## src/hdl/tinker_macros.svh

```systemverilog
// Tinker core constants
`ifndef TINKER_MACROS_SVH
`define TINKER_MACROS_SVH

// Datapath widths
`define TINKER_XLEN      64
`define TINKER_ILEN      32
`define TINKER_ADDR_W    32

// Register file depth
`define TINKER_NREGS     32

// Byte memory, big-endian
`define TINKER_MEM_BYTES 8192

// First fetch after start
`define TINKER_PC_RESET  32'h0000_0000

// Host side run/status register
`define TINKER_HOST_CSR_ADDR 32'h8000_0000

`endif
```

## src/hdl/tinker_pkg.sv

```systemverilog
// Tinker shared types
`include "tinker_macros.svh"

package tinker_pkg;

    typedef logic [$clog2(`TINKER_NREGS)-1:0] reg_idx_t;

    // Kept opcodes, original encodings
    typedef enum logic [4:0] {
        OP_AND    = 5'h00,
        OP_OR     = 5'h01,
        OP_XOR    = 5'h02,
        OP_NOT    = 5'h03,
        OP_SHFTR  = 5'h04,
        OP_SHFTRI = 5'h05,
        OP_SHFTL  = 5'h06,
        OP_SHFTLI = 5'h07,
        OP_BR     = 5'h08,  // pc = rd
        OP_BRR    = 5'h09,  // pc += rd
        OP_BRRI   = 5'h0a,  // pc += sext(L)
        OP_BRNZ   = 5'h0b,  // rs != 0 -> pc = rd
        OP_BRGT   = 5'h0e,  // rs > rt signed -> pc = rd
        OP_HALT   = 5'h0f,
        OP_LOAD   = 5'h10,  // rd = mem[rs + sext(L)]
        OP_MOV    = 5'h11,
        OP_MOVI   = 5'h12,  // low 12 bits of rd only
        OP_STORE  = 5'h13,  // mem[rd + sext(L)] = rs
        OP_ADD    = 5'h18,
        OP_ADDI   = 5'h19,
        OP_SUB    = 5'h1a,
        OP_SUBI   = 5'h1b
    } opcode_e;

    typedef struct packed {
        opcode_e     opcode;
        reg_idx_t    rd;
        reg_idx_t    rs;
        reg_idx_t    rt;
        logic [11:0] lit;
    } instr_t;

    typedef enum logic [2:0] {
        IDLE, FETCH, DECODE, EXECUTE, MEMORY, WRITEBACK, HALT
    } state_e;

    typedef struct packed {
        logic                      we;
        logic [`TINKER_ADDR_W-1:0] addr;
        logic [`TINKER_XLEN-1:0]   data;
    } store_t;

    typedef struct packed {
        logic                    we;
        reg_idx_t                idx;
        logic [`TINKER_XLEN-1:0] data;
    } wb_t;

    // Host word access, addr is a word-aligned byte address
    typedef struct packed {
        logic                                 we;
        logic [$clog2(`TINKER_MEM_BYTES)-1:0] addr;
        logic [31:0]                          wdata;
    } host_mem_t;

    typedef struct packed {
        logic        awvalid;
        logic [31:0] awaddr;
        logic        wvalid;
        logic [31:0] wdata;
        logic        bready;
        logic        arvalid;
        logic [31:0] araddr;
        logic        rready;
    } axil_req_t;

    typedef struct packed {
        logic        awready;
        logic        wready;
        logic        bvalid;
        logic [1:0]  bresp;
        logic        arready;
        logic        rvalid;
        logic [31:0] rdata;
        logic [1:0]  rresp;
    } axil_rsp_t;

endpackage

```

## src/hdl/tinker_regfile.sv

```systemverilog
// Tinker register file
`timescale 1ns/1ns
`include "tinker_macros.svh"

module tinker_regfile import tinker_pkg::*; (
    input  logic                    clk,
    input  logic                    reset,
    input  reg_idx_t                rs_addr,
    input  reg_idx_t                rt_addr,
    output logic [`TINKER_XLEN-1:0] rs_data,
    output logic [`TINKER_XLEN-1:0] rt_data,
    input  wb_t                     wb
);
    logic [`TINKER_XLEN-1:0] regs [`TINKER_NREGS];

    // Two async read ports
    assign rs_data = regs[rs_addr];
    assign rt_data = regs[rt_addr];

    // Single write port, r0 is an ordinary register
    always_ff @(posedge clk or posedge reset) begin
        if (reset) begin
            for (int i = 0; i < `TINKER_NREGS; i++) begin
                regs[i] <= '0;
            end
        end else if (wb.we) begin
            regs[wb.idx] <= wb.data;
        end
    end
endmodule

```

## config.mk

```make
export PLATFORM = sky130hd
export DESIGN_NAME = tinker_regfile
export DESIGN_NICKNAME = d
export VERILOG_FILES = /design/src/hdl/tinker_pkg.sv /design/src/hdl/tinker_regfile.sv
export VERILOG_INCLUDE_DIRS = /design/src /design/src/hdl
export SDC_FILE = /design/constraint.sdc
export NUM_CORES = 2
export LEC_CHECK = 0
export BUFFER_PORTS_ARGS = -buffer_cell sky130_fd_sc_hd__buf_2
export CAP_MARGIN = 20
export CORE_MARGIN = 2
export CORE_UTILIZATION = 30
export CTS_CLUSTER_DIAMETER = 100
export DETAILED_ROUTE_END_ITERATION = 12
export HOLD_SLACK_MARGIN = 0.12
export PLACE_DENSITY = 0.56
export SLEW_MARGIN = 20
export SYNTH_ARGS = -nofsm -noshare
export SYNTH_HDL_FRONTEND = slang
export SYNTH_SLANG_ARGS = --single-unit
export TNS_END_PERCENT = 50
```

## constraint.sdc

```tcl
create_clock -name clk -period 63.8 [get_ports clk]
set_input_delay 9.57 -clock clk [delete_from_list [all_inputs] [get_ports clk]]
set_output_delay 9.57 -clock clk [all_outputs]
set_load 0.01 [all_outputs]
```

==> results.py <==
metrics = {
    "outcome": {
        "run_status": "completed",
    },
    "final_layout": {
        "largestRegisters": "regs: 2048 flops",
        "largest_register": "regs",
        "drive_above_1_share_pct": 44.3,
        "largest_register_ff_count": 2048,
        "design_area_sq_um": 121000,
        "multi_input_area_sq_um": 54100,
        "regArea_sq_um": 51200,
        "nFillCells": 35049,
        "stdcell_count": 12482,
        "area_growth_syn_to_layout_pct": 11.6,
        "layout.nets": 7582,
    },
    "worst_hold_path": {
        "hp-class": "flop to flop",
    },
    "logic_synthesis": {
        "synthCells": 7671,
        "ys_seq_area_share_pct": 47.1,
        "synth_flop_cell": "dfrtp_1",
        "synthArstFlopShare_pct": 100,
        "yosysUniqueCellTypes": 49,
        "syn-num-nets": 7753,
        "yosys_warnings": 0,
        "syn_avg_cell_area_sq_um": 14.2,
        "synth-edff-count": 0,
        "ys_ff_latch": 2048,
        "syn_area_sq_um": 109000,
    },
    "setup_path": {
        "worstSetupEndpointType": "output port",
        "path_class": "input pin to output port",
        "path_max_fanout": 111,
        "start_kind": "input pin",
        "cp.arrival_ps": 13740,
        "required_ps": 54230,
    },
    "clock_tree": {
        "htree_levels": 4,
        "cts_tree": "built",
        "cts_setup_buffers": 0,
        "cts_buffers": 215,
        "clock_latency_ps": 880,
        "cts_root_buf": "clkbuf_16",
        "cts_resized": 0,
        "clk_path_buf_depth": 4,
        "clock-sinks": 2048,
        "clk_transition_reported_paths_ps": 60,
        "postCtsHoldBufs": 0,
    },
    "timing": {
        "min_period_over_period_pct": 36.5,
        "fin_skew_ps": 0,
        "slew_headroom_pct": 13.7,
        "finalSetupViolCount": 0,
        "setup_tns_ps": 0,
        "hold_viol_final": 0,
        "rsz0062_at_grt": "false",
        "drv_slew": 0,
        "fin_crit_ps": 23310,
        "fmax_mhz": 42.9,
        "whs_ps": 516,
        "tightest_slew_ps": 1290,
        "fin_ws_ps": 40490,
    },
    "global_routing": {
        "grt_pass1_vias": 76697,
        "antenna_found_initial": 65,
        "grt_pass1_wl_mm": 618,
        "grt_usage_pct": 23.6,
        "grt_max_degree": 162,
        "grt_overflow": 0,
    },
    "drt": {
        "drc_errors": 0,
        "routedWlPerCell_um": 35.5,
        "vias_per_cell": 6.03,
        "finalWirelength_mm": 444,
        "dr.pass1.iters": 8,
        "drt_iter0_markers": 8509,
        "num_vias": 75226,
        "detail-route-antenna-nets": 0,
    },
    "floorplan": {
        "ios": 210,
        "design.die.area_sq_um": 367000,
        "die_w_um": 606,
        "initial_core_util_pct": 30.1,
        "core_sq_um": 362000,
        "rows": 221,
        "die_h_um": 606,
    },
    "power": {
        "ir_drop_uv": 22.0,
        "p_leak_nw": 53.1,
        "pwr_density_cell_nw_per_um2": 31.7,
    },
    "placed_design": {
        "dp_slack_ps": 40590,
        "place.gp.congestion": 0.847,
        "post-place-cells": 12075,
        "dpl_cell_area_sq_um": 114000,
        "place_hpwl_mm": 257,
        "numPortBuffers": 209,
    },
    "flow_run": {
        "drv_cap": 0,
    },
}
[cell type report]
cell class	instances	area share (%)
Timing Repair Buffer	412	2.38
Clock buffer	329	5.28
Clock inverter	52	0.578
Sequential cell	2048	42.2
Multi-Input combinational cell	4820	44.5
Inverter	3	0.0124
Antenna cell	24	0.0495
Tap cell	4794	4.94
[power breakdown]
| part | leakage (nW) | switching (W) | internal (W) |
|---|---|---|---|
| Clock | 3.51 | 0.000557 | 0.000752 |
| Sequential | 26.2 | 0.000201 | 0.00155 |
| Combinational | 23.4 | 0.000365 | 0.000422 |
[layer usage]
layer	share of wire (%)	vias to the layer above	GRT usage, %	wire (um)
met1	39	41123	29.7	175000
met3	7.5	1136	4.65	33300
met2	47	3715	37.8	207000
li1	-	29208	-	-
met4	6.4	44	13.8	28400
met5	0.062	-	0	276
[metrics by stage]
stage	total power (W)	util, %
after floorplan	0.00230	-
after global placement	0.00251	31.5
after detailed placement	0.00255	31.6
after CTS	0.00386	33.5
after global routing	0.00399	33.6
final	0.00385	33.6
[cell usage after synthesis, drive strengths merged, types with 6 or more instances]
master	count	area share (%)
a21oi	57	0.26
a22o	15	0.12
a22oi	619	4.3
a31oi	23	0.13
and2	11	0.063
and3	8	0.046
buf	457	2.4
clkbuf	343	1.2
dfrtp	2048	47
mux2	2048	21
mux2i	886	8.2
mux4	586	12
nand2	87	0.30
nand2b	8	0.046
nand3	218	1.0
nand4	114	0.66
nor2	46	0.28
nor2b	32	0.18
nor3	10	0.051
nor3b	7	0.067
o22ai	6	0.035
[kinds of logic after synthesis]
logic type	count (synthesis)	share of synthesized area (%)
mux	3520	41.5
flops	2048	47.1
buf+inv	803	3.59
compound gates	742	5.01
simple gates	558	2.82
[cells in the final DEF, fill, tap and decap left out, types with 29 or more instances in the layout]
master / instances
dfrtp_1: 2048
mux2_2: 1976
mux2i_1: 886
a22oi_1: 619
mux4_2: 586
nand3_1: 218
clkbuf_16: 216
buf_2: 202
buf_4: 184
nand4_1: 114
mux2_1: 72
nand2_1: 71
clkbuf_8: 58
a21oi_1: 57
clkbuf_1: 55
clkinv_2: 29
[critical path, cell delays in order]
cell and delay (ps):
buf_8 550, buf_12 750, and3b_4 660, buf_4 930, a22o_1 250, a31oi_1 50
nand3_1 490, buf_2 240
[final timing paths]
path | start | end | slack (ps) | cells past startpoint
min in group asynchronous | reset | regs[10] | 8820 | 2
setup reg to reg | regs[1516] | regs[1516] | 62970 | 1
hold / removal | regs[1511] | regs[1511] | 520 | 1
max in group asynchronous | reset | regs[1648] | 50130 | 7
hold reg to reg | regs[1511] | regs[1511] | 520 | 1
setup / recovery | rt_addr[1] | rt_data[6] | 40490 | 8
Power figures use the tool's default switching activity.
