$ cat config.mk
export PLATFORM = sky130hd
export DESIGN_NAME = tinker_control
export DESIGN_NICKNAME = d
export VERILOG_FILES = /design/src/hdl/tinker_pkg.sv /design/src/hdl/tinker_control.sv
export VERILOG_INCLUDE_DIRS = /design/src /design/src/hdl
export SDC_FILE = /design/constraint.sdc
export NUM_CORES = 1
export LEC_CHECK = 0
export BUFFER_PORTS_ARGS = -buffer_cell sky130_fd_sc_hd__clkbuf_2
export CORE_AREA = 3 3 222 224
export DETAILED_ROUTE_END_ITERATION = 7
export DIE_AREA = 0 0 225 227
export GPL_TIMING_DRIVEN = 0
export HOLD_SLACK_MARGIN = 0.05
export PLACE_DENSITY = 0.59
export SLEW_MARGIN = 15
export SYNTH_ARGS = -nofsm -noshare
export SYNTH_HDL_FRONTEND = slang
export SYNTH_SLANG_ARGS = --single-unit
$ cat constraint.sdc
create_clock -name clk -period 11.7 [get_ports clk]
set_input_delay 1.17 -clock clk [delete_from_list [all_inputs] [get_ports clk]]
set_output_delay 1.17 -clock clk [all_outputs]
set_load 0.02 [all_outputs]
$ cat src/hdl/tinker_macros.svh
// Tinker core constants
`ifndef TINKER_MACROS_SVH
`define TINKER_MACROS_SVH

// Datapath widths
`define TINKER_XLEN      64
`define TINKER_ILEN      32
`define TINKER_ADDR_W    32

// Register file depth
`define TINKER_NREGS     32

// Byte memory, big-endian
`define TINKER_MEM_BYTES 8192

// First fetch after start
`define TINKER_PC_RESET  32'h0000_0000

// Host side run/status register
`define TINKER_HOST_CSR_ADDR 32'h8000_0000

`endif
$ cat src/hdl/tinker_pkg.sv
// Tinker shared types
`include "tinker_macros.svh"

package tinker_pkg;

    typedef logic [$clog2(`TINKER_NREGS)-1:0] reg_idx_t;

    // Kept opcodes, original encodings
    typedef enum logic [4:0] {
        OP_AND    = 5'h00,
        OP_OR     = 5'h01,
        OP_XOR    = 5'h02,
        OP_NOT    = 5'h03,
        OP_SHFTR  = 5'h04,
        OP_SHFTRI = 5'h05,
        OP_SHFTL  = 5'h06,
        OP_SHFTLI = 5'h07,
        OP_BR     = 5'h08,  // pc = rd
        OP_BRR    = 5'h09,  // pc += rd
        OP_BRRI   = 5'h0a,  // pc += sext(L)
        OP_BRNZ   = 5'h0b,  // rs != 0 -> pc = rd
        OP_BRGT   = 5'h0e,  // rs > rt signed -> pc = rd
        OP_HALT   = 5'h0f,
        OP_LOAD   = 5'h10,  // rd = mem[rs + sext(L)]
        OP_MOV    = 5'h11,
        OP_MOVI   = 5'h12,  // low 12 bits of rd only
        OP_STORE  = 5'h13,  // mem[rd + sext(L)] = rs
        OP_ADD    = 5'h18,
        OP_ADDI   = 5'h19,
        OP_SUB    = 5'h1a,
        OP_SUBI   = 5'h1b
    } opcode_e;

    typedef struct packed {
        opcode_e     opcode;
        reg_idx_t    rd;
        reg_idx_t    rs;
        reg_idx_t    rt;
        logic [11:0] lit;
    } instr_t;

    typedef enum logic [2:0] {
        IDLE, FETCH, DECODE, EXECUTE, MEMORY, WRITEBACK, HALT
    } state_e;

    typedef struct packed {
        logic                      we;
        logic [`TINKER_ADDR_W-1:0] addr;
        logic [`TINKER_XLEN-1:0]   data;
    } store_t;

    typedef struct packed {
        logic                    we;
        reg_idx_t                idx;
        logic [`TINKER_XLEN-1:0] data;
    } wb_t;

    // Host word access, addr is a word-aligned byte address
    typedef struct packed {
        logic                                 we;
        logic [$clog2(`TINKER_MEM_BYTES)-1:0] addr;
        logic [31:0]                          wdata;
    } host_mem_t;

    typedef struct packed {
        logic        awvalid;
        logic [31:0] awaddr;
        logic        wvalid;
        logic [31:0] wdata;
        logic        bready;
        logic        arvalid;
        logic [31:0] araddr;
        logic        rready;
    } axil_req_t;

    typedef struct packed {
        logic        awready;
        logic        wready;
        logic        bvalid;
        logic [1:0]  bresp;
        logic        arready;
        logic        rvalid;
        logic [31:0] rdata;
        logic [1:0]  rresp;
    } axil_rsp_t;

endpackage

$ cat src/hdl/tinker_control.sv
// Tinker multi-cycle control
`timescale 1ns/1ns
`include "tinker_macros.svh"

module tinker_control import tinker_pkg::*; (
    input  logic                      clk,
    input  logic                      reset,
    input  logic                      start,      // One-cycle pulse from host
    output state_e                    state,
    output logic [`TINKER_ADDR_W-1:0] fetch_addr, // PC
    input  logic [`TINKER_ILEN-1:0]   instr_word,
    output instr_t                    instr,      // Latched at end of FETCH
    output reg_idx_t                  rs_addr,
    output reg_idx_t                  rt_addr,
    input  logic [`TINKER_XLEN-1:0]   rs_data,
    input  logic [`TINKER_XLEN-1:0]   rt_data,
    input  logic [`TINKER_XLEN-1:0]   alu_result,
    input  logic [`TINKER_XLEN-1:0]   load_data,
    output logic [`TINKER_ADDR_W-1:0] load_addr,
    output store_t                    store,
    output wb_t                       wb
);
    logic [`TINKER_ADDR_W-1:0] pc;
    logic [`TINKER_ADDR_W-1:0] next_pc;
    logic [`TINKER_ADDR_W-1:0] lit_sx;    // Sign-extended literal
    logic [`TINKER_ADDR_W-1:0] mem_addr;  // Base register + literal
    logic [`TINKER_XLEN-1:0]   exec_q;    // ALU result or brgt outcome in bit 0
    logic [`TINKER_XLEN-1:0]   load_q;
    logic                      writes_rd;

    assign fetch_addr = pc;
    assign lit_sx     = {{(`TINKER_ADDR_W-12){instr.lit[11]}}, instr.lit};
    assign mem_addr   = rs_data[`TINKER_ADDR_W-1:0] + lit_sx;
    assign load_addr  = mem_addr;

    // ----------------------------------------------------------------------
    // Register read ports where rd doubles as a source for some opcodes
    always_comb begin
        rs_addr = instr.rs;
        rt_addr = instr.rt;
        case (instr.opcode)
            OP_ADDI, OP_SUBI, OP_SHFTRI, OP_SHFTLI, OP_MOVI,
            OP_BR, OP_BRR: rs_addr = instr.rd;
            OP_BRNZ:       rt_addr = instr.rd;       // Target
            OP_BRGT: if (state == MEMORY) rs_addr = instr.rd;  // Target once compared
            OP_STORE: begin
                rs_addr = instr.rd;  // Base
                rt_addr = instr.rs;  // Data
            end
            default: ;
        endcase
    end

    // Branch target used at end of MEMORY
    always_comb begin
        next_pc = pc + 4;
        case (instr.opcode)
            OP_BR:   next_pc = rs_data[`TINKER_ADDR_W-1:0];
            OP_BRR:  next_pc = pc + rs_data[`TINKER_ADDR_W-1:0];
            OP_BRRI: next_pc = pc + lit_sx;
            OP_BRNZ: if (rs_data != '0) next_pc = rt_data[`TINKER_ADDR_W-1:0];
            OP_BRGT: if (exec_q[0]) next_pc = rs_data[`TINKER_ADDR_W-1:0];
            default: ;
        endcase
    end

    always_comb begin
        case (instr.opcode)
            OP_AND, OP_OR, OP_XOR, OP_NOT, OP_SHFTR, OP_SHFTRI, OP_SHFTL, OP_SHFTLI,
            OP_ADD, OP_ADDI, OP_SUB, OP_SUBI, OP_MOV, OP_MOVI, OP_LOAD: writes_rd = 1'b1;
            default: writes_rd = 1'b0;
        endcase
    end

    // Store in MEMORY and register write in WRITEBACK
    assign store.we   = (state == MEMORY) && (instr.opcode == OP_STORE);
    assign store.addr = mem_addr;
    assign store.data = rt_data;
    assign wb.we      = (state == WRITEBACK) && writes_rd;
    assign wb.idx     = instr.rd;
    assign wb.data    = (instr.opcode == OP_LOAD) ? load_q : exec_q;

    // ----------------------------------------------------------------------
    // State and PC
    always_ff @(posedge clk or posedge reset) begin
        if (reset) begin
            state <= IDLE;
            pc    <= `TINKER_PC_RESET;
        end else begin
            case (state)
                IDLE, HALT: if (start) begin
                    state <= FETCH;
                    pc    <= `TINKER_PC_RESET;  // Registers keep their values
                end
                FETCH:     state <= DECODE;
                DECODE:    state <= (instr.opcode == OP_HALT) ? HALT : EXECUTE;
                EXECUTE:   state <= MEMORY;
                MEMORY: begin
                    state <= WRITEBACK;
                    pc    <= next_pc;
                end
                WRITEBACK: state <= FETCH;
                default:   state <= IDLE;
            endcase
        end
    end

    // Stage latches
    always_ff @(posedge clk) begin
        if (state == FETCH) instr <= instr_t'(instr_word);
        if (state == EXECUTE)
            exec_q <= (instr.opcode == OP_BRGT) ?
                      {{(`TINKER_XLEN-1){1'b0}}, $signed(rs_data) > $signed(rt_data)} :
                      alu_result;
        if (state == MEMORY) load_q <= load_data;
    end

    a_state_legal: assert property (@(posedge clk) disable iff (reset)
        state inside {IDLE, FETCH, DECODE, EXECUTE, MEMORY, WRITEBACK, HALT});
endmodule

==> impl_metrics.csv <==
group,metric,value,unit
outcome,outcome,"completed",
synthesis,synth_top_family_by_area,"compound AO/OA/AOI/OAI gates",
placement,finalWeightedCongestion,0.9181,
power,p_leak,9.290,nW
synthesis,ys_ff_latch,196,
run,cap_violations,0,
worst_hold_path,min_from,"fetch_addr[0]$_DFFE_PP0P_",
clocking,post_cts_resized,0,
detailed_routing,dr_total_vias,14520,
timing,setup_tns,0,ns
synthesis,synthMuxAreaShare,6.082,%
grt,grt_max_degree,55,
timing,rsz0062_at_grt,"no",
floorplanning,start_util,31.46,%
synthesis,async_flop_share,17.86,%
timing,fmax,0.1671,GHz
layout,final_common_cell,"clkbuf_2",
worst_setup_path,max_stage_delay,0.81,ns
synthesis,synth_ff_type,"edfxtp_1",
synthesis,synth_edf_count,160,
floorplanning,die-area,51080,um^2
worst_hold_path,min_delay_worst_endpoint,"fetch_addr[0]$_DFFE_PP0P_",
worst_setup_path,endpoint_kind,"output pin",
worst_setup_path,r2r_start,"instr[31]$_DFFE_PN_",
layout,layout.nets,2535,
synthesis,synth_xor_area_share,3.865,%
synthesis,syn-num-nets,1942,
worst_setup_path,critPathLaunchType,"primary input",
clocking,cts_root_buf,"clkbuf_16",
synthesis,yosysSeqAreaShare,38.12,%
timing,setup_violations,0,
floorplanning,fp-row-count,80,
timing,worstMarginPinSlew,1.120,ns
synthesis,syn_inst,1515,
power,powerDensity,184.8,nW/um^2
floorplanning,chipHeight,227,um
power,ir_worst_vdd,0.1235,mV
clocking,cts_max_level,4,
worst_hold_path,hp-class,"flop to flop",
placement,portBuffers,566,
worst_setup_path,reg2reg_depth,16,
grt,grt_usage,23.82,%
detailed_routing,drt_iter0_markers,1204,
timing,fin_crit_sh,51.14,%
detailed_routing,drt-pass1-iter-count,6,
synthesis,synthSimpleGateAreaFrac,13.95,%
clocking,insertion_delay,0.49,ns
power,power,3.573,mW
timing,fin_ws,5.717,ns
placement,dp_hpwl,52010,um
floorplanning,core,47550,um^2
detailed_routing,route.detailed.wl_per_inst,23.26,um
clocking,cts_tree,"done",
worst_setup_path,cpMaxStageDelayCell,"a2111oi_1",
layout,area_growth,29.27,%
clocking,cts_hold_buf,0,
floorplanning,pin_count,567,
grt,grt_pass1_vias,14100,
synthesis,synth_cell_types,76,
grt,grt_overflow,0,
synthesis,synthAdderAreaFrac,11.48,%
grt,antenna_found_initial,2,
synthesis,avgSynthCellArea,9.872,um^2
clocking,cts_inserted_buffers,17,
synthesis,ys_warn_count,0,
synthesis,synth_area,14960,um^2
layout,layout_common_cells,"clkbuf_2 (566), edfxtp_1 (160), ha_1 (134)",
floorplanning,die-width,225,um
clocking,clkTransAtPathRegs,0.08,ns
worst_setup_path,critPathArrivalTime,4.81,ns
worst_setup_path,path_class,"primary input to output pin",
clocking,cts_sinks,196,
clocking,cts.path.max_buffers,2,
detailed_routing,drt_wl_total,63690,um
worst_setup_path,regToRegEndpoint,"fetch_addr[28]$_DFFE_PP0P_",
detailed_routing,antenna_left,0,
clocking,post_cts_buffers,0,
worst_setup_path,crit_chain,"clkbuf_2 > ha_1 > inv_1 > fa_1 > nor2b_1 > o21ai_0 > a21boi_0 > o31ai_1 > a2111oi_1 > o21ai_0 > nand3_1 > a221oi_1 > xnor2_1 > buf_4 > clkbuf_2",
worst_setup_path,r2r_slack,6.22,ns
timing,slew_headroom,25.32,%
timing,clock_skew,0.01296,ns
timing,finalCriticalPeriod,5.983,ns
worst_hold_path,holdPathStages,2,
worst_setup_path,cp_max_fo,5,
layout,drive_gt1_share,38.05,%
synthesis,synth_compound_area_share,17.78,%
timing,hold_viol_final,0,
worst_setup_path,crit_family,"compound AO/OA/AOI/OAI gates",
detailed_routing,drc,0,
placement,dp_worst_setup_slack,5.528,ns
detailed_routing,viasPerCell,5.304,
timing,slew_viol_final,0,
worst_setup_path,cp.required,10.53,ns
grt,grt_pass1_wl,89520,um
worst_setup_path,cp_num_buf_inv,4,
==> registers in the layout, indices dropped and copies added (netlist names) <==
register and cells:
load_q 64, writes_rd 1, exec_q 64, state 3, fetch_addr 32, instr 32
==> synthesized netlist by cell type, types with 21 or more instances <==
library cell,instances,share of area [%]
a21o_1,91,4.6
a21oi_1,100,3.3
buf_4,102,5.1
clkbuf_1,49,1.2
dfrtp_1,35,5.9
edfxtp_1,160,32
ha_1,134,11
inv_1,88,2.2
mux2_2,79,5.9
nand2_1,93,2.3
nand3_1,25,0.84
nand4_1,36,1.5
nor2_1,60,1.5
nor2b_1,72,3.0
nor3_1,21,0.70
nor4_1,26,1.1
o21ai_0,76,2.5
xnor2_1,37,2.2
xor2_1,29,1.7
==> worst max path at each step <==
stage                               startpoint                 to  slack [ns]  depth (start not counted)
after floorplan                     rs_data[6]          store[95]        6.46                         11
after global placement    state[0]$_DFFE_PP0P_  writes_rd$_DFF_P_        5.31                          4
after detailed placement            rs_data[0]          store[94]        5.53                         15
after CTS                           rs_data[0]          store[94]        5.50                         15
after global routing                rs_data[0]          store[94]        5.45                         15
final                               rs_data[0]          store[94]        5.72                         15
==> kinds of logic after synthesis <==
| family | count (synthesis) |
|---|---|
| muxes | 81 |
| AOI/OAI and AO/OA | 399 |
| adders and majority gates | 136 |
| DFF | 196 |
| and+or+nand+nor | 392 |
| buffers and inverters | 245 |
| xor gates and xnor gates | 66 |
==> worst min-delay path: cells and delay by family, from the launching register on <==
kind | cells | cell delay [ns]
DFF | 1 | 0.38
AOI/OAI and AO/OA | 2 | 0.18
==> per-layer routing <==
| layer | global-route usage [%] | vias up | wire, um |
|---|---|---|---|
| met5 | 0 | - | 0 |
| met4 | 9.555 | 0 | 2234 |
| met3 | 5.222 | 99 | 4764 |
| met2 | 42.97 | 691 | 31970 |
| met1 | 27.55 | 6976 | 24720 |
| li1 | - | 6756 | - |
==> power breakdown <==
part           leakage, nW  internal [mW]  switching [mW]
clock                0.303          0.313           0.328
sequential            1.96          0.941           0.111
combinational         7.03          0.685            1.20
total                 9.29           1.94            1.63
==> layout make-up <==
cell class / instances / area (um^2)
clock inverter: 14 / 193.9
inverter: 89 / 336.6
fill: 4767 / 28210
sequential: 196 / 5700
tap: 615 / 769.5
buffer: 156 / 970.9
multi-input combinational: 1074 / 7974
timing repair buffer: 574 / 2954
clock buffer: 18 / 429.2
antenna: 2 / 5.005
==> stage by stage <==
stage | instances | instance area, um^2 | hold slack, ns | utilization, %
finish | 2738 | 19330 | 0.5952 | 40.66
global route | 2738 | 19330 | 0.6534 | 40.66
CTS | 2736 | 19320 | 0.6016 | 40.63
detailed placement | 2704 | 18690 | 0.5819 | 39.32
global placement | 2696 | 18560 | 0.5603 | 39.03
floorplan | 1515 | 14960 | 0.6541 | -
(Power assumes the default switching activity.)
