===== src/hdl/tinker_macros.svh =====
// Tinker core constants
`ifndef TINKER_MACROS_SVH
`define TINKER_MACROS_SVH

// Datapath widths
`define TINKER_XLEN      64
`define TINKER_ILEN      32
`define TINKER_ADDR_W    32

// Register file depth
`define TINKER_NREGS     32

// Byte memory, big-endian
`define TINKER_MEM_BYTES 8192

// First fetch after start
`define TINKER_PC_RESET  32'h0000_0000

// Host side run/status register
`define TINKER_HOST_CSR_ADDR 32'h8000_0000

`endif

===== src/hdl/tinker_pkg.sv =====
// Tinker shared types
`include "tinker_macros.svh"

package tinker_pkg;

    typedef logic [$clog2(`TINKER_NREGS)-1:0] reg_idx_t;

    // Kept opcodes, original encodings
    typedef enum logic [4:0] {
        OP_AND    = 5'h00,
        OP_OR     = 5'h01,
        OP_XOR    = 5'h02,
        OP_NOT    = 5'h03,
        OP_SHFTR  = 5'h04,
        OP_SHFTRI = 5'h05,
        OP_SHFTL  = 5'h06,
        OP_SHFTLI = 5'h07,
        OP_BR     = 5'h08,  // pc = rd
        OP_BRR    = 5'h09,  // pc += rd
        OP_BRRI   = 5'h0a,  // pc += sext(L)
        OP_BRNZ   = 5'h0b,  // rs != 0 -> pc = rd
        OP_BRGT   = 5'h0e,  // rs > rt signed -> pc = rd
        OP_HALT   = 5'h0f,
        OP_LOAD   = 5'h10,  // rd = mem[rs + sext(L)]
        OP_MOV    = 5'h11,
        OP_MOVI   = 5'h12,  // low 12 bits of rd only
        OP_STORE  = 5'h13,  // mem[rd + sext(L)] = rs
        OP_ADD    = 5'h18,
        OP_ADDI   = 5'h19,
        OP_SUB    = 5'h1a,
        OP_SUBI   = 5'h1b
    } opcode_e;

    typedef struct packed {
        opcode_e     opcode;
        reg_idx_t    rd;
        reg_idx_t    rs;
        reg_idx_t    rt;
        logic [11:0] lit;
    } instr_t;

    typedef enum logic [2:0] {
        IDLE, FETCH, DECODE, EXECUTE, MEMORY, WRITEBACK, HALT
    } state_e;

    typedef struct packed {
        logic                      we;
        logic [`TINKER_ADDR_W-1:0] addr;
        logic [`TINKER_XLEN-1:0]   data;
    } store_t;

    typedef struct packed {
        logic                    we;
        reg_idx_t                idx;
        logic [`TINKER_XLEN-1:0] data;
    } wb_t;

    // Host word access, addr is a word-aligned byte address
    typedef struct packed {
        logic                                 we;
        logic [$clog2(`TINKER_MEM_BYTES)-1:0] addr;
        logic [31:0]                          wdata;
    } host_mem_t;

    typedef struct packed {
        logic        awvalid;
        logic [31:0] awaddr;
        logic        wvalid;
        logic [31:0] wdata;
        logic        bready;
        logic        arvalid;
        logic [31:0] araddr;
        logic        rready;
    } axil_req_t;

    typedef struct packed {
        logic        awready;
        logic        wready;
        logic        bvalid;
        logic [1:0]  bresp;
        logic        arready;
        logic        rvalid;
        logic [31:0] rdata;
        logic [1:0]  rresp;
    } axil_rsp_t;

endpackage


===== src/hdl/tinker_host_axil.sv =====
// Tinker AXI4-Lite host port
`timescale 1ns/1ns
`include "tinker_macros.svh"

module tinker_host_axil import tinker_pkg::*; (
    input  logic        clk,
    input  logic        reset,
    input  axil_req_t   axil_req,
    output axil_rsp_t   axil_rsp,
    output host_mem_t   host,
    input  logic [31:0] host_rdata,
    output logic        start,   // Run pulse to the core
    input  state_e      state
);
    localparam int AW = $clog2(`TINKER_MEM_BYTES);

    logic        bvalid_q;
    logic        rvalid_q;
    logic [31:0] rdata_q;
    logic        wr_fire;
    logic        rd_fire;
    logic [31:0] status;
    logic [31:0] rd_word;

    // Aligned word inside the memory window
    function automatic logic in_mem(input logic [31:0] addr);
        return (addr < `TINKER_MEM_BYTES) && (addr[1:0] == 2'b00);
    endfunction

    // ----------------------------------------------------------------------
    // Handshakes, a write owns the memory port in its cycle
    assign wr_fire = axil_req.awvalid && axil_req.wvalid && !bvalid_q;
    assign rd_fire = axil_req.arvalid && !rvalid_q && !wr_fire;

    assign host.we    = wr_fire && in_mem(axil_req.awaddr);
    assign host.addr  = wr_fire ? axil_req.awaddr[AW-1:0] : axil_req.araddr[AW-1:0];
    assign host.wdata = axil_req.wdata;

    assign status  = {30'b0, (state != IDLE) && (state != HALT), state == HALT};
    assign rd_word = in_mem(axil_req.araddr) ? host_rdata :
                     (axil_req.araddr == `TINKER_HOST_CSR_ADDR) ? status : '0;

    assign axil_rsp.awready = !bvalid_q;
    assign axil_rsp.wready  = !bvalid_q;
    assign axil_rsp.bvalid  = bvalid_q;
    assign axil_rsp.bresp   = 2'b00;      // OKAY
    assign axil_rsp.arready = !rvalid_q && !wr_fire;
    assign axil_rsp.rvalid  = rvalid_q;
    assign axil_rsp.rdata   = rdata_q;
    assign axil_rsp.rresp   = 2'b00;

    always_ff @(posedge clk or posedge reset) begin
        if (reset) begin
            bvalid_q <= 1'b0;
            rvalid_q <= 1'b0;
            start    <= 1'b0;
        end else begin
            start <= wr_fire && (axil_req.awaddr == `TINKER_HOST_CSR_ADDR) && axil_req.wdata[0];
            if (wr_fire) bvalid_q <= 1'b1;
            else if (axil_req.bready) bvalid_q <= 1'b0;
            if (rd_fire) rvalid_q <= 1'b1;
            else if (axil_req.rready) rvalid_q <= 1'b0;
        end
    end

    always_ff @(posedge clk) begin
        if (rd_fire) rdata_q <= rd_word;  // Held until rready
    end

    a_bvalid_hold: assert property (@(posedge clk) disable iff (reset)
        axil_rsp.bvalid && !axil_req.bready |=> axil_rsp.bvalid);
    a_rvalid_hold: assert property (@(posedge clk) disable iff (reset)
        axil_rsp.rvalid && !axil_req.rready |=> axil_rsp.rvalid && $stable(axil_rsp.rdata));
endmodule


===== config.mk =====
export PLATFORM = sky130hd
export DESIGN_NAME = tinker_host_axil
export DESIGN_NICKNAME = d
export VERILOG_FILES = /design/src/hdl/tinker_pkg.sv /design/src/hdl/tinker_host_axil.sv
export VERILOG_INCLUDE_DIRS = /design/src /design/src/hdl
export SDC_FILE = /design/constraint.sdc
export NUM_CORES = 1
export LEC_CHECK = 0
export BUFFER_PORTS_ARGS = -buffer_cell sky130_fd_sc_hd__buf_2
export CORE_AREA = 2 2 87 89
export DETAILED_ROUTE_END_ITERATION = 16
export DIE_AREA = 0 0 89 91
export GPL_ROUTABILITY_DRIVEN = 0
export MAX_ROUTING_LAYER = met4
export PLACE_DENSITY = 0.78
export RECOVER_POWER = 100
export SLEW_MARGIN = 20
export SYNTH_ARGS = -nofsm -noshare
export SYNTH_HDL_FRONTEND = slang
export SYNTH_SLANG_ARGS = --single-unit

===== constraint.sdc =====
create_clock -name clk -period 3.4 [get_ports clk]
set_input_delay 0.68 -clock clk [delete_from_list [all_inputs] [get_ports clk]]
set_output_delay 0.68 -clock clk [all_outputs]
set_load 0.01 [all_outputs]

==> results.cfg, run 1 <==
[power_and_ir_drop]
ir_drop_mv = 0.1499
power_switching_mw = 0.2391
leakage_nw = 1.101
internal_power_mw = 0.7903
power_frac_comb = 0.162
switching_share = 0.2323
sequentialPowerShare = 0.489
p_clk_frac = 0.349
p_per_area_mw_per_mm2 = 392.4

[worst_setup_path]
r2r_cells = 5
worstSetupPathType = reg -> out
arrival_ns = 2.13
r2r_start = bvalid_q
critPathMaxFanout = 16
startpoint_type = register
reg2reg_to = rdata_q[26]
end_kind = primary output
r2r_slack_ns = 1.13
crit_required_ns = 2.72

[yosys]
async_reset_ff_frac = 0.08571
ys_ff_latch = 35
muxShareOfSynthArea = 0.07872
ys.flop_type = edfxtp_1
syn_area_mm2 = 0.001987
yosysMostFrequentCell = buf_4
yosys.area.top_type = edfxtp_1
synth_fa_ha_area_frac = 0
synth_xor_area_frac = 0
yosysUniqueCellTypes = 31
synth_commonest_cells = 39 x buf_4, 32 x edfxtp_1, 30 x and2_1
synth-edff-count = 32
ys_seq_area_frac = 0.5214
synth.avg_cell_area_um2 = 12.04
synth_compound_area_frac = 0.01511
netlist_instances = 165
synthSimpleGateAreaFrac = 0.2122
synth_area_leaders = edfxtp_1 48%, buf_4 15%, and2_1 9.4%, mux2_2 4.0%, dfrtp_1 3.8%
synth_top_cell_area_share = 0.4836
synth_warnings = 0
synth_top_family_by_area = simple AND/OR/NAND/NOR gates

[finish]
drive_above_1_share = 0.4334
fin_area_mm2 = 0.002624
regArea_mm2 = 0.001036
nets = 430
nFillCells = 726
synthToLayoutAreaGrowth_pct = 32.05
multi_input_area_um2 = 605.6

[timing]
min_period_over_period = 0.8275
max_freq_mhz = 355.4
drv_slew = 0
clock_skew_ns = 0.006994
grt_setup_unrepaired = false
min_period_ns = 2.814
finalHoldViolCount = 0
max_slew.worst_pin.slew_ns = 0.7602
setup_violations = 0
slew_headroom = 0.4932
setup_tns_ns = 0

[die]
die_y_um = 91
io-pin-count = 226
dieArea_mm2 = 0.008099
fp.dieW_um = 89
start_util = 0.2784
core_area_mm2 = 0.007137
placementRows = 31

[routing]
drc = 0
post_drt_wl_per_cell_um = 14.37
viasPerCell = 4.244
finalWirelength_um = 5647
first_pass_iters = 4
via_count = 1668
drt_iter0_markers = 61
postRouteAntennaNets = 0

[grt]
grt_remaining_overflow = 0
grt_use_total = 0.1348
grt_max_degree = 33
grt_pass1_wl_um = 8114
grt_pass1_vias = 1630
antenna_found_initial = 1

[clocking]
cts_sinks = 35
cts.clk_slew.worst_paths_ns = 0.06
cts.repair.resized = 0
cts_buffers = 5
cts_buffer_depth = 2
clk_latency_ns = 0.28
cts-root-buf = clkbuf_8
cts_tree = built
ctsHoldBuffers = 0
cts_setup_buffers = 0
htreeDepth = 2

[status]
status = finished clean

[placement]
io_buffers = 159
dp_hpwl_um = 4751
placed_area_mm2 = 0.002596

[job]
cap_violations = 0

[hold_path]
min_path_type = in -> async
==> state kept, by name, summed over array words and instances, names as in the netlist <==
| signal | count |
|---|---|
| bvalid_q | 1 |
| rvalid_q | 1 |
| rdata_q | 32 |
| start | 1 |
==> cells in the final DEF (no fill, tap or decap), types with 2 or more instances in the layout <==
cell        n
mux2_2      7
conb_1      4
nand2_1     6
and2b_1     2
nor4_1     11
buf_2     107
and2_0     18
mux2_1      6
nor3_1      2
dfrtp_1     3
clkbuf_1   52
a21oi_1     2
and2_1     12
inv_1       2
edfxtp_1   32
nand4_1     2
clkbuf_8    5
or4_1       2
==> through the flow <==
step	utilization	setup WS [ns]	hold WS [ns]	total power, mW	instances
floorplan	-	0.5335	0.4336	0.6262	168
global placement	0.3638	0.8908	0.5397	0.6881	384
detailed placement	0.3638	0.8334	0.5501	0.6911	384
CTS	0.3796	0.8324	0.2478	1.055	392
global route	0.3676	0.3855	0.2432	1.082	393
finish	0.3676	0.5865	0.2572	1.029	393
==> cell type report <==
type,instances,share of cell area
flip-flops and latches,35,0.3948
repair buffers,160,0.2804
multi-input cells,88,0.2308
well taps,99,0.04721
clock buffers,5,0.02623
clock inverters,3,0.01669
inverters,2,0.002861
diodes,1,0.0009537
==> layer usage <==
| layer | GRT usage | vias to the layer above | routed length (µm) |
|---|---|---|---|
| met3 | 0.02455 | 35 | 487 |
| met4 | 0.08955 | 0 | 303 |
| met1 | 0.1414 | 739 | 1983 |
| met5 | - | - | 0 |
| met2 | 0.2257 | 98 | 2873 |
| li1 | - | 796 | - |
==> worst max-delay path, cell delays in order, from the launching register on <==
cell	delay, ns
dfrtp_1	0.38
inv_1	0.12
nand3_1	0.54
nor4_1	0.51
nor2b_1	0.17
buf_2	0.13
==> cell families after synthesis <==
logic type,after synthesis
simple gates,65
compound gates,5
other cells,1
flops,35
mux,14
buf+inv,45
==> how the worst max path moves through the flow <==
stage                  startpoint    endpoint  cells past startpoint
detailed placement   axil_req[94]    host[45]                      5
global route             bvalid_q    host[45]                      5
floorplan           axil_req[100]  rdata_q[0]                      4
CTS                  axil_req[94]    host[45]                      5
global placement     axil_req[94]    host[45]                      5
finish                   bvalid_q    host[45]                      5
==> power groups by stage <==
stage | Clock [mW] | Sequential (mW) | Combinational (mW)
6_report | 0.359 | 0.503 | 0.167
3_5_place_dp | 0 | 0.511 | 0.180
3_3_place_gp | 0 | 0.510 | 0.178
2_1_floorplan | 0 | 0.525 | 0.101
4_1_cts | 0.373 | 0.502 | 0.181
5_1_grt | 0.393 | 0.506 | 0.183
Note: power is estimated with default switching activity, not from simulation.
==> run 2: changes to the inputs <==
Settings changed: CORE_AREA 2 2 87 89 to 2 2 88 90, DIE_AREA 0 0 89 91 to 0 0 90 92, PLACE_DENSITY 0.78 to 0.8.
Clock period 3.4 ns to 2.4 ns, I/O delays scaled along.
==> results.cfg, run 2 (same netlist as run 1, synthesis figures left out) <==
[routing]
drc = 0
via_count = 1650
viasPerCell = 4.156
post_drt_wl_per_cell_um = 14.12
first_pass_iters = 4
finalWirelength_um = 5607
postRouteAntennaNets = 0
drt_iter0_markers = 37

[power_and_ir_drop]
p_clk_frac = 0.340
power_frac_comb = 0.165
sequentialPowerShare = 0.495
leakage_nw = 1.095
p_total_mw = 1.442
internal_power_mw = 1.115
switching_share = 0.2265
ir_drop_mv = 0.2531
power_switching_mw = 0.3266
p_per_area_mw_per_mm2 = 546.9

[clocking]
ctsHoldBuffers = 0
cts_setup_buffers = 0
cts.repair.resized = 0
cts_tree = built
cts_buffer_depth = 2
cts-root-buf = clkbuf_8
clk_latency_ns = 0.27
htreeDepth = 2
cts_sinks = 35
cts.clk_slew.worst_paths_ns = 0.07
cts_buffers = 5

[timing]
min_period_over_period = 0.9186
max_slew.worst_pin.slew_ns = 0.7464
grt_setup_unrepaired = false
drv_slew = 0
setup_tns_ns = 0
worst_slack_ns = 0.1954
max_freq_mhz = 453.6
min_period_ns = 2.205
finalHoldViolCount = 0
slew_headroom = 0.5024
clock_skew_ns = 0.005323
setup_violations = 0
whs_ns = 0.06113

[worst_setup_path]
cpPeakStageDelay_ns = 0.38
crit_cells = 5
crit_required_ns = 1.92
startpoint_type = register
r2r_cells = 5
end_kind = primary output
path_buf_inv = 2
path_cells = inv_1 > nand3_4 > nor4_2 > nor2b_1 > clkbuf_1
critPathMaxFanout = 16
crit_family = simple AND/OR/NAND/NOR gates
cp_slowest_cell = dfrtp_1
worstSetupPathType = reg -> out
arrival_ns = 1.72

[grt]
grt.busiest_layer = met2
use_met2 = 0.2162
antenna_found_initial = 2
grt_remaining_overflow = 0
grt_max_degree = 33
grt_use_total = 0.1267
grt_pass1_wl_um = 8086
grt_use_met1 = 0.1352
grt_util_met3 = 0.03122
grt_pass1_vias = 1617

[die]
dieArea_mm2 = 0.008280
die_y_um = 92
io-pin-count = 226
start_util = 0.2668
core_area_mm2 = 0.007447
fp.dieW_um = 90
placementRows = 32

[hold_path]
min_path_type = in -> async

[status]
status = finished clean

[finish]
synthToLayoutAreaGrowth_pct = 32.68
drive_above_1_share = 0.4300
largest_reg_flops = 32
regMostFlops = rdata_q
nets = 430
final_cell_mix = 106 x buf_2, 53 x clkbuf_1, 32 x edfxtp_1, 19 x and2_0
fin_area_mm2 = 0.002636
final_common_cell = buf_2

[job]
cap_violations = 0

[placement]
place_ws_ns = 0.2454
dp_hpwl_um = 4723
placed_area_mm2 = 0.002600
io_buffers = 159
[run 2: cell types whose count changed in the layout (fill, tap and decap cells not counted)]
cell and delta:
and2_0 +1, clkinv_1 +1, clkinv_4 -1, clkbuf_1 +1, buf_2 -1, and2_1 -1, diode_2 +1, nand3_1 -1
nand3_4 +1
[run 2: final timing paths]
kind / from / end / slack (ns)
worst min-delay path: reset / start / 0.06
max in group asynchronous: reset / rvalid_q / 2.21
min in group clk: axil_req[0] / rvalid_q / 0.38
worst min register to register: rvalid_q / rvalid_q / 0.57
worst max register to register: bvalid_q / rdata_q[14] / 0.53
worst max-delay path: bvalid_q / host[45] / 0.20
[run 2: stage by stage]
| step | cells | util |
|---|---|---|
| after floorplan | 168 | - |
| after global placement | 387 | 0.3491 |
| after detailed placement | 387 | 0.3491 |
| after CTS | 395 | 0.3636 |
| after global routing | 397 | 0.3540 |
| final | 397 | 0.3540 |
[run 2: area by class of cell]
type	count	area, µm²
antenna	2	5.005
clock buffer	5	68.82
clock inverter	3	38.79
fill	790	4811
inverter	2	7.507
multi-input combinational	88	618.1
sequential	35	1036
tap	102	127.6
timing repair buffer	160	734.5
[run 2: power groups by stage]
stage	clock network, mW	logic, mW	registers (mW)
after global routing	0.530	0.258	0.717
after global placement	0	0.251	0.724
after floorplan	0	0.144	0.743
after CTS	0.507	0.255	0.712
final	0.491	0.237	0.714
after detailed placement	0	0.254	0.725
[run 2: metal layers]
layer | vias to the layer above | share of wire
met1 | 726 | 0.37
li1 | 797 | -
met2 | 97 | 0.50
met3 | 30 | 0.087
met5 | - | 0
met4 | 0 | 0.044
[run 2: worst reg2reg max path: stages, from the launching register on]
cell      delay (ns)
dfrtp_1         0.38
inv_1           0.17
nand3_4         0.24
nand2_1         0.19
nor2_2          0.04
clkbuf_2        0.44
